[config.mk]
export PLATFORM = sky130hd
export DESIGN_NAME = master_core
export DESIGN_NICKNAME = d
export VERILOG_FILES = /design/src/design/master_pkg.sv /design/src/design/master_cfg_apb.sv /design/src/design/master_flr_unit.sv /design/src/design/master_idle_agg.sv /design/src/design/master_monitor.sv /design/src/design/master_core.sv
export SDC_FILE = /design/constraint.sdc
export NUM_CORES = 1
export LEC_CHECK = 0
export BUFFER_PORTS_ARGS = -buffer_cell sky130_fd_sc_hd__buf_2
export CAP_MARGIN = 5
export CORE_MARGIN = 3
export CORE_UTILIZATION = 49
export DETAILED_ROUTE_END_ITERATION = 10
export GPL_ROUTABILITY_DRIVEN = 0
export PLACE_DENSITY = 0.76
export SYNTH_ARGS = -nofsm -noshare
export SYNTH_HDL_FRONTEND = slang
export SYNTH_SLANG_ARGS = --single-unit
[constraint.sdc]
create_clock -name prim_freerun_clk -period 2.81 [get_ports prim_freerun_clk]
set_clock_uncertainty 0.1 [all_clocks]
set_input_delay 0.4215 -clock prim_freerun_clk [delete_from_list [all_inputs] [get_ports prim_freerun_clk]]
set_output_delay 0.4215 -clock prim_freerun_clk [all_outputs]
set_load 0.05 [all_outputs]
[src/design/master_pkg.sv]
`default_nettype none

package master_pkg;

  // ==============================
  // apb register port
  // ==============================
  localparam int APB_ADDR_W = 8;
  localparam int APB_DATA_W = 32;

  localparam logic [APB_ADDR_W-1:0] ADDR_MASTER_CTL = 8'h00;
  localparam logic [APB_ADDR_W-1:0] ADDR_STATUS     = 8'h04;
  localparam logic [APB_ADDR_W-1:0] ADDR_ERR        = 8'h08;

  // sw flr request, self clearing
  localparam int CTL_FLR_BIT = 0;

  // status layout, flr state sits in 1:0
  localparam int STATUS_IDLE_BIT = 2;

  // ==============================
  // sticky errors and units
  // ==============================
  localparam int ERR_W             = 3;
  localparam int ERR_APB_SEQ       = 0;
  localparam int ERR_FLR_BOTH      = 1;
  localparam int ERR_IDLE_MISMATCH = 2;

  localparam int NUM_UNITS = 8;

  // ==============================
  // flr sequencer
  // ==============================
  typedef enum logic [1:0] {
    FLRSM_INACTIVE           = 2'd0,
    FLRSM_PREP_OFF           = 2'd1,
    FLRSM_PWRGOOD_RST_ACTIVE = 2'd2
  } flrsm_state_t;

  localparam int PWRGOOD_RST_CYCLES = 8;
  localparam int PWRGOOD_CNT_W      = $clog2(PWRGOOD_RST_CYCLES);
  localparam logic [PWRGOOD_CNT_W-1:0] PWRGOOD_CNT_LAST =
    PWRGOOD_CNT_W'(PWRGOOD_RST_CYCLES - 1);

endpackage

`default_nettype wire

[src/design/master_cfg_apb.sv]
`timescale 1ns/1ps
`default_nettype none

module master_cfg_apb (
  input  wire                                 i_clk,
  input  wire                                 i_rst_b,
  input  wire                                 i_psel,
  input  wire                                 i_penable,
  input  wire                                 i_pwrite,
  input  wire [master_pkg::APB_ADDR_W-1:0]    i_paddr,
  input  wire [master_pkg::APB_DATA_W-1:0]    i_pwdata,
  output logic [master_pkg::APB_DATA_W-1:0]   o_prdata,
  output logic                                o_pready,
  output logic                                o_pslverr,
  input  wire master_pkg::flrsm_state_t       i_flr_state,
  input  wire                                 i_unit_idle,
  input  wire [master_pkg::ERR_W-1:0]         i_err_set,
  output logic                                o_sw_flr_pulse,
  output logic [master_pkg::ERR_W-1:0]        o_err
);

  logic                                setup_f;
  logic                                access;
  logic                                wr_access;
  logic                                hit_ctl;
  logic                                hit_status;
  logic                                hit_err;
  logic [master_pkg::APB_DATA_W-1:0]   master_ctl_f;
  logic [master_pkg::ERR_W-1:0]        err_f;
  logic [master_pkg::APB_DATA_W-1:0]   status_val;

  // ==============================
  // apb phase tracking
  // ==============================
  always_ff @(posedge i_clk or negedge i_rst_b) begin
    if (~i_rst_b) begin
      setup_f <= 1'b0;
    end else begin
      setup_f <= i_psel & ~i_penable;
    end
  end

  // zero wait states so an access completes in its first cycle
  assign access    = i_psel & i_penable & setup_f;
  assign wr_access = access & i_pwrite;

  assign hit_ctl    = (i_paddr == master_pkg::ADDR_MASTER_CTL);
  assign hit_status = (i_paddr == master_pkg::ADDR_STATUS);
  assign hit_err    = (i_paddr == master_pkg::ADDR_ERR);

  assign o_pready  = access;
  assign o_pslverr = access & (~(hit_ctl | hit_status | hit_err) | (i_pwrite & hit_status));

  // ==============================
  // registers
  // ==============================
  always_ff @(posedge i_clk or negedge i_rst_b) begin
    if (~i_rst_b) begin
      master_ctl_f <= '0;
    end else if (wr_access & hit_ctl) begin
      master_ctl_f <= i_pwdata;
    end else begin
      // flr request bit drops after one cycle
      master_ctl_f[master_pkg::CTL_FLR_BIT] <= 1'b0;
    end
  end

  assign o_sw_flr_pulse = master_ctl_f[master_pkg::CTL_FLR_BIT];

  // w1c where a new set beats a clear
  always_ff @(posedge i_clk or negedge i_rst_b) begin
    if (~i_rst_b) begin
      err_f <= '0;
    end else if (wr_access & hit_err) begin
      err_f <= (err_f & ~i_pwdata[master_pkg::ERR_W-1:0]) | i_err_set;
    end else begin
      err_f <= err_f | i_err_set;
    end
  end

  assign o_err = err_f;

  // ==============================
  // read mux
  // ==============================
  always_comb begin
    status_val                              = '0;
    status_val[1:0]                         = i_flr_state;
    status_val[master_pkg::STATUS_IDLE_BIT] = i_unit_idle;
  end

  always_comb begin
    o_prdata = '0;
    if (access & ~i_pwrite) begin
      if (hit_ctl) begin
        o_prdata = master_ctl_f;
      end else if (hit_status) begin
        o_prdata = status_val;
      end else if (hit_err) begin
        o_prdata[master_pkg::ERR_W-1:0] = err_f;
      end
    end
  end

  // ready never lasts past the single access cycle
  a_pready_one_cycle: assert property (@(posedge i_clk) disable iff (~i_rst_b)
    o_pready |=> !o_pready)
    else $error("pready held beyond a single apb access cycle");

endmodule

`default_nettype wire

[src/design/master_flr_unit.sv]
`timescale 1ns/1ps
`default_nettype none

module master_flr_unit (
  input  wire                            i_clk,
  input  wire                            i_rst_b,
  input  wire                            i_flr_req,
  input  wire                            i_sw_flr_pulse,
  input  wire                            i_unit_idle,
  output master_pkg::flrsm_state_t       o_flr_state,
  output logic                           o_flr_prep,
  output logic                           o_pwrgood_rst_b
);

  logic                                   flr_req_f;
  logic                                   flr_bus_edge;
  logic                                   sw_triggered_f;
  logic                                   sw_triggered_nxt;
  master_pkg::flrsm_state_t               flrsm_state_f;
  master_pkg::flrsm_state_t               flrsm_state_nxt;
  logic [master_pkg::PWRGOOD_CNT_W-1:0]   rst_cnt_f;
  logic [master_pkg::PWRGOOD_CNT_W-1:0]   rst_cnt_nxt;
  logic                                   pwrgood_rst_b_f;

  assign flr_bus_edge = i_flr_req & ~flr_req_f;

  // ==============================
  // next state
  // ==============================
  always_comb begin
    flrsm_state_nxt  = flrsm_state_f;
    sw_triggered_nxt = sw_triggered_f;
    rst_cnt_nxt      = rst_cnt_f;
    case (flrsm_state_f)
      master_pkg::FLRSM_INACTIVE: begin
        // sw pulse wins when both land together
        if (i_sw_flr_pulse | flr_bus_edge) begin
          flrsm_state_nxt  = master_pkg::FLRSM_PREP_OFF;
          sw_triggered_nxt = i_sw_flr_pulse;
        end
      end
      master_pkg::FLRSM_PREP_OFF: begin
        // wait for drained units
        if (i_unit_idle) begin
          rst_cnt_nxt     = '0;
          flrsm_state_nxt = sw_triggered_f ? master_pkg::FLRSM_PWRGOOD_RST_ACTIVE
                                           : master_pkg::FLRSM_INACTIVE;
        end
      end
      master_pkg::FLRSM_PWRGOOD_RST_ACTIVE: begin
        rst_cnt_nxt = rst_cnt_f + 1'b1;
        if (rst_cnt_f == master_pkg::PWRGOOD_CNT_LAST) begin
          flrsm_state_nxt = master_pkg::FLRSM_INACTIVE;
        end
      end
      default: begin
        flrsm_state_nxt = master_pkg::FLRSM_INACTIVE;
      end
    endcase
  end

  always_ff @(posedge i_clk or negedge i_rst_b) begin
    if (~i_rst_b) begin
      flr_req_f       <= 1'b0;
      flrsm_state_f   <= master_pkg::FLRSM_INACTIVE;
      sw_triggered_f  <= 1'b0;
      rst_cnt_f       <= '0;
      pwrgood_rst_b_f <= 1'b1;
    end else begin
      flr_req_f       <= i_flr_req;
      flrsm_state_f   <= flrsm_state_nxt;
      sw_triggered_f  <= sw_triggered_nxt;
      rst_cnt_f       <= rst_cnt_nxt;
      pwrgood_rst_b_f <= (flrsm_state_nxt != master_pkg::FLRSM_PWRGOOD_RST_ACTIVE);
    end
  end

  assign o_flr_state     = flrsm_state_f;
  assign o_flr_prep      = (flrsm_state_f == master_pkg::FLRSM_PREP_OFF);
  assign o_pwrgood_rst_b = pwrgood_rst_b_f;

  // ==============================
  // checks
  // ==============================
  a_pwrgood_sw_only: assert property (@(posedge i_clk) disable iff (~i_rst_b)
    !o_pwrgood_rst_b |-> sw_triggered_f)
    else $error("pwrgood reset issued for a bus triggered flr");

  a_pwrgood_in_state: assert property (@(posedge i_clk) disable iff (~i_rst_b)
    !o_pwrgood_rst_b |-> (flrsm_state_f == master_pkg::FLRSM_PWRGOOD_RST_ACTIVE))
    else $error("pwrgood reset low outside PWRGOOD_RST_ACTIVE");

endmodule

`default_nettype wire

[src/design/master_idle_agg.sv]
`timescale 1ns/1ps
`default_nettype none

module master_idle_agg (
  input  wire                              i_clk,
  input  wire                              i_rst_b,
  input  wire [master_pkg::NUM_UNITS-1:0]  i_unit_idle,
  input  wire [master_pkg::NUM_UNITS-1:0]  i_unit_pipeidle,
  output logic                             o_unit_idle
);

  logic [master_pkg::NUM_UNITS-1:0]   unit_both_f;
  logic                               unit_idle_f;

  // ==============================
  // two stage idle pipe
  // ==============================

  // a unit counts as idle only with both reports high
  always_ff @(posedge i_clk or negedge i_rst_b) begin
    if (~i_rst_b) begin
      unit_both_f <= '0;
    end else begin
      unit_both_f <= i_unit_idle & i_unit_pipeidle;
    end
  end

  // all units drained
  always_ff @(posedge i_clk or negedge i_rst_b) begin
    if (~i_rst_b) begin
      unit_idle_f <= 1'b0;
    end else begin
      unit_idle_f <= &unit_both_f;
    end
  end

  assign o_unit_idle = unit_idle_f;

  a_unit_idle_known: assert property (@(posedge i_clk) disable iff (~i_rst_b)
    !$isunknown(o_unit_idle))
    else $error("unit idle is unknown");

endmodule

`default_nettype wire

[src/design/master_monitor.sv]
`timescale 1ns/1ps
`default_nettype none

module master_monitor (
  input  wire                              i_clk,
  input  wire                              i_rst_b,
  input  wire                              i_psel,
  input  wire                              i_penable,
  input  wire                              i_flr_req,
  input  wire                              i_sw_flr_pulse,
  input  wire [master_pkg::NUM_UNITS-1:0]  i_unit_idle,
  input  wire [master_pkg::NUM_UNITS-1:0]  i_unit_pipeidle,
  output logic [master_pkg::ERR_W-1:0]     o_err_set
);

  logic                             psel_f;
  logic                             penable_f;
  logic                             flr_req_f;
  logic                             flr_bus_edge;
  logic [master_pkg::ERR_W-1:0]     err_nxt;

  // ==============================
  // history of watched inputs
  // ==============================
  always_ff @(posedge i_clk or negedge i_rst_b) begin
    if (~i_rst_b) begin
      psel_f    <= 1'b0;
      penable_f <= 1'b0;
      flr_req_f <= 1'b0;
    end else begin
      psel_f    <= i_psel;
      penable_f <= i_penable;
      flr_req_f <= i_flr_req;
    end
  end

  assign flr_bus_edge = i_flr_req & ~flr_req_f;

  // ==============================
  // forbidden combinations
  // ==============================
  always_comb begin
    err_nxt = '0;
    // enable phase with no select the cycle before
    err_nxt[master_pkg::ERR_APB_SEQ]       = i_penable & ~penable_f & ~psel_f;
    err_nxt[master_pkg::ERR_FLR_BOTH]      = flr_bus_edge & i_sw_flr_pulse;
    // idle claimed while the pipe still busy
    err_nxt[master_pkg::ERR_IDLE_MISMATCH] = |(i_unit_idle & ~i_unit_pipeidle);
  end

  always_ff @(posedge i_clk or negedge i_rst_b) begin
    if (~i_rst_b) begin
      o_err_set <= '0;
    end else begin
      o_err_set <= err_nxt;
    end
  end

  a_err_set_known: assert property (@(posedge i_clk) disable iff (~i_rst_b)
    !$isunknown(o_err_set))
    else $error("error set vector is unknown");

endmodule

`default_nettype wire

[src/design/master_core.sv]
`timescale 1ns/1ps
`default_nettype none

module master_core (
  input  wire                              prim_freerun_clk,
  input  wire                              prim_freerun_prim_gated_rst_b_sync,
  input  wire                              i_psel,
  input  wire                              i_penable,
  input  wire                              i_pwrite,
  input  wire [master_pkg::APB_ADDR_W-1:0] i_paddr,
  input  wire [master_pkg::APB_DATA_W-1:0] i_pwdata,
  output logic [master_pkg::APB_DATA_W-1:0] o_prdata,
  output logic                             o_pready,
  output logic                             o_pslverr,
  input  wire                              i_flr_req,
  input  wire [master_pkg::NUM_UNITS-1:0]  i_unit_idle,
  input  wire [master_pkg::NUM_UNITS-1:0]  i_unit_pipeidle,
  output logic                             o_pwrgood_rst_b,
  output logic                             o_flr_prep,
  output logic                             o_irq_err
);

  logic                             sw_flr_pulse;
  master_pkg::flrsm_state_t         flr_state;
  logic                             unit_idle;
  logic [master_pkg::ERR_W-1:0]     err_set;
  logic [master_pkg::ERR_W-1:0]     err;

  master_cfg_apb i_master_cfg_apb (
    .i_clk          (prim_freerun_clk),
    .i_rst_b        (prim_freerun_prim_gated_rst_b_sync),
    .i_psel         (i_psel),
    .i_penable      (i_penable),
    .i_pwrite       (i_pwrite),
    .i_paddr        (i_paddr),
    .i_pwdata       (i_pwdata),
    .o_prdata       (o_prdata),
    .o_pready       (o_pready),
    .o_pslverr      (o_pslverr),
    .i_flr_state    (flr_state),
    .i_unit_idle    (unit_idle),
    .i_err_set      (err_set),
    .o_sw_flr_pulse (sw_flr_pulse),
    .o_err          (err)
  );

  master_flr_unit i_master_flr_unit (
    .i_clk           (prim_freerun_clk),
    .i_rst_b         (prim_freerun_prim_gated_rst_b_sync),
    .i_flr_req       (i_flr_req),
    .i_sw_flr_pulse  (sw_flr_pulse),
    .i_unit_idle     (unit_idle),
    .o_flr_state     (flr_state),
    .o_flr_prep      (o_flr_prep),
    .o_pwrgood_rst_b (o_pwrgood_rst_b)
  );

  master_idle_agg i_master_idle_agg (
    .i_clk           (prim_freerun_clk),
    .i_rst_b         (prim_freerun_prim_gated_rst_b_sync),
    .i_unit_idle     (i_unit_idle),
    .i_unit_pipeidle (i_unit_pipeidle),
    .o_unit_idle     (unit_idle)
  );

  master_monitor i_master_monitor (
    .i_clk           (prim_freerun_clk),
    .i_rst_b         (prim_freerun_prim_gated_rst_b_sync),
    .i_psel          (i_psel),
    .i_penable       (i_penable),
    .i_flr_req       (i_flr_req),
    .i_sw_flr_pulse  (sw_flr_pulse),
    .i_unit_idle     (i_unit_idle),
    .i_unit_pipeidle (i_unit_pipeidle),
    .o_err_set       (err_set)
  );

  // interrupt on any sticky error
  assign o_irq_err = |err;

endmodule

`default_nettype wire

== After elaboration in Yosys (flattened, before gate mapping) ==
Index checks and enable logic that the tools add are counted.
W data, S select, Z words.
Cells by class
  add/subtract/negate cells: 1
  eq/ne operators: 7
  mux-type cells: 13
  bitwise operators: 30
  reductions and logical operators: 8
Operators by type and width (count)
  $mux W32: 2
  $and A8 B8 Y8: 2
  $and A1 B1 Y1: 13
  $mux W3: 4
  $eq A8 B3 Y1 const B: 1
  $eq A8 B4 Y1 const B: 1
  $logic_not A8 Y1: 1
  $mux W2: 4
  $not A8 Y8: 1
  $reduce_and A8 Y1: 1
  $reduce_or A8 Y1: 1
  $not A1 Y1: 6
  $or A3 B3 Y3: 2
  $pmux W2 S3: 1
  $pmux W3 S2: 1
  $or A1 B1 Y1: 4
  $reduce_and A2 Y1: 2
  $add A3 B1 Y3 const B: 1
  $and A3 B3 Y3: 1
  $eq A3 B3 Y1 const B: 1
  $not A3 Y3: 1
  $reduce_or A3 Y1: 1
  $eq A2 B1 Y1 const B: 1
  $eq A2 B2 Y1 const B: 1
  5 further kinds: 5
Storage, ports and cells
  register bits after elaboration: 58
  input port bits: 62
  logic and storage cells: 73

== Longest topological paths before layout ==
Gate-level depths: netlist of the first run.
  word-level depth: 6
  gate-level depth with buffers: 6
  depth with buffers taken out: 5

== Cells and area by module ==
Synthesis of the first run repeated with hierarchy kept, for this count alone.
Unflattened totals
  cells, all modules: 224
  area, all modules: 2808.9 sq um
Modules (own cells, without submodules)
  master_cfg_apb: instances 1, cells each 148, area each 1885.6 sq um, sequential area each 900.9 sq um
  master_flr_unit: instances 1, cells each 33, area each 397.9 sq um, sequential area each 201.4 sq um
  master_idle_agg: instances 1, cells each 20, area each 291.5 sq um, sequential area each 225.2 sq um
  master_monitor: instances 1, cells each 22, area each 227.7 sq um, sequential area each 150.1 sq um
  master_core: instances 1, cells each 1, area each 6.3 sq um, sequential area each 0.0 sq um

== Least setup slack after synthesis of the first run ==
OpenSTA, ideal clock, no wires.
  path type: input-to-output
  from: in i_paddr[5] (netlist name)
  to: out o_prdata[21] (netlist name)
  arrival time: 2.179 ns
  setup slack: 0.109 ns
  cell stages on the path: 5
  buffers on the path: 2
  cells stage by stage: or4_4 nor4_1 clkbuf_1 clkbuf_1 and2_1
On the way
  word-level cells in the longest chain between the ends: 3
Ends and longest elaborated chain
  start: declaration: RTL line master_core.sv:10  | input wire [master_pkg::APB_ADDR_W-1:0] i_paddr,
  $logic_not A8 Y1: RTL line master_cfg_apb.sv:47  | assign hit_ctl = (i_paddr == master_pkg::ADDR_MASTER_CTL);
  $mux W32: RTL line master_cfg_apb.sv:95  | if (hit_ctl) begin
  $mux W32: RTL line master_cfg_apb.sv:94  | if (access & ~i_pwrite) begin
  end: declaration: RTL line master_core.sv:12  | output logic [master_pkg::APB_DATA_W-1:0] o_prdata,
No other way between the ends.

== Final worst setup path of the first run ==
  from: in i_paddr[5] (netlist name)
  to: out o_prdata[20] (netlist name)
Same word-level chain as after synthesis.

==> results of run 1 <==
cells in the mapped netlist (all sizes together) (2+ instances only):
cell    instances
or4             6
nand4           2
ha              2
a21o            3
mux2           31
nor3            3
nor2            8
nor2b           3
a21oi           7
dfrtp          57
clkbuf          6
and2           38
buf             4
nand2           7
or3             2
nand3           6
nor4            2
inv            12
o22ai           6
o221ai          3
nand2b          2
through the flow:
stage                     utilization  hold WS [ps]  setup slack (ps)  std cells
after floorplan                     -          25.9               109        219
after global placement          0.618           292               171        380
after detailed placement        0.618           289               178        380
after CTS                       0.664           103               178        397
after global routing            0.664           110              72.9        397
final                           0.664           124               192        397
state kept, by name, summed over array words and instances, names as in the netlist, 2 cells and up:
name / cells
i_master_monitor.o_err_set: 3
i_master_cfg_apb.o_err: 3
i_master_flr_unit.rst_cnt_f: 3
i_master_idle_agg.unit_both_f: 8
i_master_flr_unit.o_flr_state: 2
i_master_cfg_apb.master_ctl_f: 32
path summary, 6_finish.rpt:
kind	from	end	slack [ps]	cells past startpoint
setup / recovery	i_paddr[5]	o_prdata[20]	190	6
hold / removal	i_flr_req	i_master_monitor.flr_req_f	120	1
setup reg to reg	i_master_cfg_apb.setup_f	i_master_cfg_apb.master_ctl_f[26]	790	3
hold reg to reg	i_master_monitor.penable_f	i_master_monitor.o_err_set[0]	300	1
max in group asynchronous	prim_freerun_prim_gated_rst_b_sync	i_master_cfg_apb.master_ctl_f[27]	1400	3
min in group asynchronous	prim_freerun_prim_gated_rst_b_sync	i_master_cfg_apb.master_ctl_f[7]	530	2
logic make-up (layout without fill, tap and decap cells):
group                    after synthesis  after routing
multiplexers                          32             32
AO/OA/AOI/OAI                         23             23
adder cells (fa/ha/maj)                2              2
buffers and inverters                 22            130
flip-flops                            58             58
AND/OR/NAND/NOR                       82             82
power groups by stage:
stage | sequential (mW) | combinational [mW] | clock (mW)
2_1_floorplan | 0.865 | 0.0286 | 0
6_report | 0.851 | 0.100 | 0.851
4_1_cts | 0.851 | 0.102 | 0.880
3_5_place_dp | 0.866 | 0.101 | 0
5_1_grt | 0.851 | 0.113 | 0.917
3_3_place_gp | 0.866 | 0.0988 | 0
placed cells by master (no fill, tap or decap), types with 2 or more instances in the layout:
cell / synthesis / final
sky130_fd_sc_hd__nor2_1: 8 / 8
sky130_fd_sc_hd__buf_2: 0 / 98
sky130_fd_sc_hd__ha_1: 2 / 2
sky130_fd_sc_hd__and2_1: 38 / 38
sky130_fd_sc_hd__nand4_1: 2 / 2
sky130_fd_sc_hd__or4_4: 2 / 2
sky130_fd_sc_hd__or3_1: 2 / 2
sky130_fd_sc_hd__o221ai_1: 3 / 3
sky130_fd_sc_hd__dfrtp_1: 57 / 57
sky130_fd_sc_hd__a21oi_1: 7 / 7
sky130_fd_sc_hd__clkbuf_8: 0 / 11
sky130_fd_sc_hd__buf_4: 0 / 3
sky130_fd_sc_hd__nor2b_1: 3 / 3
sky130_fd_sc_hd__nand2b_1: 2 / 2
sky130_fd_sc_hd__a21o_1: 3 / 3
sky130_fd_sc_hd__inv_1: 12 / 12
sky130_fd_sc_hd__nand3_1: 6 / 6
sky130_fd_sc_hd__o22ai_1: 6 / 6
sky130_fd_sc_hd__nand2_1: 7 / 7
sky130_fd_sc_hd__mux2_4: 30 / 30
sky130_fd_sc_hd__nor3_1: 3 / 3
sky130_fd_sc_hd__or4_2: 3 / 3
sky130_fd_sc_hd__bufinv_16: 0 / 2
layer usage:
metal,wire (microns),vias to the layer above,track usage,share of wire
met5,0,-,0,0
met4,70,0,0.0895,0.013
met3,270,6,0.0336,0.051
met2,2650,53,0.279,0.50
met1,2340,889,0.230,0.44
li1,-,955,-,-
cell type report:
type | count | share of cell area
Inverter | 12 | 0.0130
Sequential cell | 58 | 0.418
Tap cell | 70 | 0.0252
Clock buffer | 12 | 0.0446
Timing Repair Buffer | 102 | 0.150
Clock inverter | 4 | 0.0212
Multi-Input combinational cell | 139 | 0.328
==> flow_metrics.env, run 1 <==
export IMPL_worst_slew_margin_rel=0.613
export IMPL_first_global_vias=1886
export IMPL_route_detailed_wl_per_inst_microns=13.4
export IMPL_power_static_leakage_nw=1.94
export IMPL_timing_critical_path_fanout_max=29
export IMPL_power_share_sequential=0.472
export IMPL_grt_setup_unrepaired="false"
export IMPL_clock_power_share=0.472
export IMPL_tritoncts="yes"
export IMPL_critPathMostFrequentCell="sky130_fd_sc_hd__buf_2"
export IMPL_initial_core_util=0.520
export IMPL_max_cap_check_violation_count=0
export IMPL_power_per_cell_area_nw_per_um2=518
export IMPL_cts_buffer_count=9
export IMPL_vias_per_cell=4.79
export IMPL_comb_power_share=0.056
export IMPL_placedInstanceArea_sq_um=3240
export IMPL_post_synthesis_sequential_area_ratio=0.533
export IMPL_place_detailed_hpwl_microns=3960
export IMPL_area_growth_synth_to_final_pct=27.6
export IMPL_place_port_buffers=98
export IMPL_clock_tree_htree_level_count=3
export IMPL_yosys_area_top_type_share=0.523
export IMPL_max_stage_delay_ps=570
export IMPL_synth_top_flop_cell="sky130_fd_sc_hd__dfrtp_1"
export IMPL_routed_wirelength_microns=5330
export IMPL_final_min_clock_period_ps=2620
export IMPL_number_of_synthesized_register_bits=58
export IMPL_finalSetupTns_ps=0
export IMPL_postCtsHoldBufs=1
export IMPL_finalSetupViolCount=0
export IMPL_fin_total_pwr_mw=1.80
export IMPL_antenna_cells_inserted=0
export IMPL_sw_frac_of_total=0.198
export IMPL_timing_max_transition_violations_final=0
export IMPL_synth_cell_area_sq_um=2730
export IMPL_ys_warn_count=0
export IMPL_cp_top_family="simple AND/OR/NAND/NOR gates"
export IMPL_synth_mux_area_fraction=0.173
export IMPL_hold_fails_final_rpt=0
export IMPL_synth_enable_flop_cells=0
export IMPL_count_of_different_cell_masters_after_synthesis=34
export IMPL_coreArea_sq_um=5240
export IMPL_sequential_cell_area_in_the_final_layout_sq_um=1450
export IMPL_synth_top_cell_by_area="sky130_fd_sc_hd__dfrtp_1"
export IMPL_die_height_microns=80.6
export IMPL_slowest_stage="sky130_fd_sc_hd__or4_4"
export IMPL_numClockSinks=58
export IMPL_internal_power_mw=1.44
export IMPL_cp_buffers_inverters=3
export IMPL_basic_gate_share_of_the_synthesized_area_counting_and_or_nand_and_nor_cells=0.179
export IMPL_combined_global_route_utilization_of_all_metal_layers=0.176
export IMPL_number_of_antenna_violations_at_the_first_check_in_global_routing=0
export IMPL_area_of_the_multi_input_gates_sq_um=1140
export IMPL_clk_pin_slew_ps=60
export IMPL_share_of_cells_above_drive_strength_1=0.474
export IMPL_remaining_antenna_violation_count=0
export IMPL_worstSetupEndpointType="output pin"
export IMPL_status="complete, no violations"
export IMPL_avgSynthCellArea_sq_um=12.4
export IMPL_fraction_of_synthesis_flops_using_an_asynchronous_set_or_reset_pin=1.00
export IMPL_cts_root_buf="sky130_fd_sc_hd__clkbuf_8"
export IMPL_timing_critical_path_cells="buf_2, or4_4, nor4_2, buf_4, and2_1, buf_2"
export IMPL_final_fill_count=433
export IMPL_layout_worst_path_cycle_share=0.932
export IMPL_die_area_sq_um=6490
export IMPL_grt_ovfl_total=0
export IMPL_num_vias=1903
export IMPL_power_ir_vdd_worst_mv=0.267
export IMPL_fraction_of_the_mapped_netlist_area_in_adder_cells=0.00918
export IMPL_largest_family_of_logic_cells_by_synthesized_area="simple AND/OR/NAND/NOR gates"
export IMPL_syn_inst=219
export IMPL_worst_slew_pin_slew_ps=581
export IMPL_design_portCount=99
export IMPL_worstSkewPairLatency_ps=310
export IMPL_critical_path_class="input port to output pin"
export IMPL_worst_setup_path_start_kind="input port"
export IMPL_wire_length_of_the_first_global_routing_pass_microns=8620
export IMPL_total_switching_power_uw=357
export IMPL_synth_xor_area_frac=0
export IMPL_synth_net_count=283
export IMPL_fmaxAchievable_mhz=382
export IMPL_min_delay_path_class="input port to flop"
export IMPL_die_w_microns=80.6
export IMPL_cts_resized=0
export IMPL_drc=0
export IMPL_finalInstanceArea_sq_um=3480
export IMPL_drt_pass1_iter_count=4
export IMPL_clockBufferDepth=2
export IMPL_synth_top_cells_by_area="sky130_fd_sc_hd__dfrtp_1 52%, sky130_fd_sc_hd__mux2_4 17%, sky130_fd_sc_hd__and2_1 8.7%"
export IMPL_post_cts_repair_setup_buffers=0
export IMPL_worst_endpoint_arrival_ps=2100
export IMPL_placement_rows=26
export IMPL_detail_route_iter0_violations=36
export IMPL_worst_ep_required_time_ps=2290
export IMPL_final_nets=386
export IMPL_synth_compound_area_share=0.0551
export IMPL_grt_max_degree=32
No activity file was read; power rests on OpenSTA's default activity.
==> run 2: changes to the inputs <==
--- a/config.mk
+++ b/config.mk
@@ -8,10 +8,10 @@
 export BUFFER_PORTS_ARGS = -buffer_cell sky130_fd_sc_hd__buf_2
 export CAP_MARGIN = 5
 export CORE_MARGIN = 3
-export CORE_UTILIZATION = 49
+export CORE_UTILIZATION = 44
 export DETAILED_ROUTE_END_ITERATION = 10
 export GPL_ROUTABILITY_DRIVEN = 0
-export PLACE_DENSITY = 0.76
+export PLACE_DENSITY_LB_ADDON = 0.05
 export SYNTH_ARGS = -nofsm -noshare
 export SYNTH_HDL_FRONTEND = slang
 export SYNTH_SLANG_ARGS = --single-unit
==> constraint.sdc (replaced) <==
create_clock -name prim_freerun_clk -period 2.2 [get_ports prim_freerun_clk]
set_clock_uncertainty 0.1 [all_clocks]
set_input_delay 0.33 -clock prim_freerun_clk [delete_from_list [all_inputs] [get_ports prim_freerun_clk]]
set_output_delay 0.33 -clock prim_freerun_clk [all_outputs]
set_load 0.05 [all_outputs]
==> flow_metrics.env, run 2 (synthesized netlist as in run 1, its figures left out) <==
export IMPL_status="complete, no violations"
export IMPL_vias_per_cell=4.96
export IMPL_critical_path_reg2reg_startpoint="i_master_cfg_apb.setup_f"
export IMPL_final_critical_path_setup_slack_ps=7.28
export IMPL_numPlacedInstances=393
export IMPL_power_share_sequential=0.522
export IMPL_finalSetupViolCount=0
export IMPL_number_of_antenna_violations_at_the_first_check_in_global_routing=0
export IMPL_reg2reg_setup_slack_ps=290
export IMPL_power_static_leakage_nw=2.11
export IMPL_final_min_clock_period_ps=2190
export IMPL_reg_largest_list="i_master_cfg_apb.master_ctl_f (32), i_master_idle_agg.unit_both_f (8)"
export IMPL_remaining_antenna_violation_count=0
export IMPL_share_of_cells_above_drive_strength_1=0.587
export IMPL_grt_ovfl_total=0
export IMPL_final_instance_count_excl_fill=416
export IMPL_die_area_sq_um=7170
export IMPL_cell_count_of_the_worst_hold_path=1
export IMPL_finalSetupTns_ps=0
export IMPL_worst_endpoint_arrival_ps=1760
export IMPL_area_growth_synth_to_final_pct=46.7
export IMPL_reg2reg_capture_point="i_master_cfg_apb.master_ctl_f[20]"
export IMPL_timing_max_transition_violations_final=0
export IMPL_timing_hold_worst_start="i_flr_req"
export IMPL_combined_global_route_utilization_of_all_metal_layers=0.187
export IMPL_die_w_microns=84.7
export IMPL_worst_slew_pin_slew_ps=491
export IMPL_place_port_buffers=98
export IMPL_max_stage_delay_ps=540
export IMPL_timing_critical_path_cells="buf_6, or4_4, nor4_4, buf_4, clkbuf_16, and2_4, buf_8"
export IMPL_fmaxAchievable_mhz=456
export IMPL_placement_rows=28
export IMPL_sw_frac_of_total=0.226
export IMPL_min_delay_path_class="input port to flop"
export IMPL_antenna_cells_inserted=0
export IMPL_worst_ep_required_time_ps=1770
export IMPL_worst_slew_margin_rel=0.673
export IMPL_clk_pin_slew_ps=60
export IMPL_clock_power_share=0.409
export IMPL_timing_reg2reg_worst_path_depth=5
export IMPL_die_height_microns=84.7
export IMPL_design_portCount=99
export IMPL_timing_critical_path_fanout_max=7
export IMPL_slowest_stage="sky130_fd_sc_hd__or4_4"
export IMPL_holdPathEnd="i_master_monitor.flr_req_f"
export IMPL_drt_pass1_iter_count=4
export IMPL_most_common_layout_cells="67 x sky130_fd_sc_hd__buf_2, 57 x sky130_fd_sc_hd__dfrtp_1, 30 x sky130_fd_sc_hd__mux2_4, 23 x sky130_fd_sc_hd__and2_4, 23 x sky130_fd_sc_hd__buf_8"
export IMPL_whs_ps=24.1
export IMPL_grt_max_degree=39
export IMPL_worst_setup_path_start_kind="input port"
export IMPL_route_detailed_wl_per_inst_microns=15.1
export IMPL_final_fill_count=483
export IMPL_total_switching_power_uw=470
export IMPL_cts_buffer_count=9
export IMPL_max_cap_check_violation_count=0
export IMPL_placement_setup_worst_slack_ps=-183
export IMPL_largest_reg_flops=32
export IMPL_first_global_vias=2171
export IMPL_cts_root_buf="sky130_fd_sc_hd__clkbuf_8"
export IMPL_detail_route_iter0_violations=102
export IMPL_internal_power_mw=1.61
export IMPL_wire_length_of_the_first_global_routing_pass_microns=10600
export IMPL_layout_worst_path_cycle_share=0.997
export IMPL_critical_path_class="input port to output pin"
export IMPL_coreArea_sq_um=5960
export IMPL_place_detailed_hpwl_microns=4170
export IMPL_power_ir_vdd_worst_mv=0.357
export IMPL_mostFrequentLayoutCell="sky130_fd_sc_hd__buf_2"
export IMPL_numClockSinks=58
export IMPL_grt_setup_unrepaired="true"
export IMPL_initial_core_util=0.458
export IMPL_finalCoreUtilization=0.671
export IMPL_worstSetupEndpointType="output pin"
export IMPL_routed_wirelength_microns=6290
export IMPL_worstSkewPairLatency_ps=320
export IMPL_tritoncts="yes"
export IMPL_max_flop_register="i_master_cfg_apb.master_ctl_f"
export IMPL_power_per_cell_area_nw_per_um2=521
export IMPL_hold_fails_final_rpt=0
export IMPL_clock_tree_htree_level_count=3
export IMPL_clockBufferDepth=2
export IMPL_comb_power_share=0.069
export IMPL_drc=0
export IMPL_final_nets=401
export IMPL_num_vias=2064
## run 2: cell count changes in the layout (fill, tap and decap cells not counted), sizes merged
cell	change
buf	+13
bufinv	-2
clkbuf	+2
clkinv	+1
## run 2: worst max-delay path by stage
stage	from	end	slack [ps]	depth (start not counted)
floorplan	i_penable	o_prdata[0]	-70	4
global placement	i_paddr[5]	o_prdata[6]	-160	6
detailed placement	i_paddr[5]	o_prdata[31]	-180	6
CTS	i_paddr[6]	o_prdata[19]	-70	7
global route	i_paddr[6]	o_prdata[20]	-40	7
finish	i_paddr[6]	o_prdata[9]	7	7
## run 2: final cells by class
class,instances,area (sq um),share of cell area
clock buffers,12,155,0.0388
clock inverters,3,15.0,0.00376
inverters,12,45.0,0.0113
multi-input cells,139,1230,0.308
flip-flops and latches,58,1450,0.363
well taps,75,93.8,0.0235
repair buffers,117,1000,0.251
## run 2: per-stage QoR
| step | power [mW] | area, sq um |
|---|---|---|
| final | 2.08 | 4000 |
| after global placement | 1.24 | 3410 |
| after floorplan | 1.14 | 2790 |
| after global routing | 2.18 | 4000 |
| after detailed placement | 1.25 | 3410 |
| after CTS | 2.11 | 3930 |
## run 2: what timing repair did
item / in CTS / in global routing
resized for setup: 84 / 17
hold endpoints to repair: 19 / 0
pin swaps: 9 / 5
hold buffers: 1 / 0
setup buffers: 3 / 3
endpoints found under the setup margin: 32 / 31
gates cloned: 2 / 1
## run 2: power groups by stage
stage	registers, mW	logic, mW	clock network, mW
global route	1.09	0.165	0.928
finish	1.09	0.144	0.853
CTS	1.09	0.145	0.877
global placement	1.11	0.137	0
detailed placement	1.11	0.139	0
floorplan	1.11	0.0370	0
## run 2: metal layers
metal,share of wire,global-route usage,wire [microns],vias to the layer above
li1,-,-,-,989
met1,0.43,0.248,2730,989
met2,0.48,0.290,3010,78
met3,0.078,0.0667,488,8
met4,0.0091,0.0576,57,0
met5,0,0,0,-
## run 2: critical path, delay by kind of cell
kind,cells,cell delay [ps]
simple gates,3,860
buf+inv,4,570
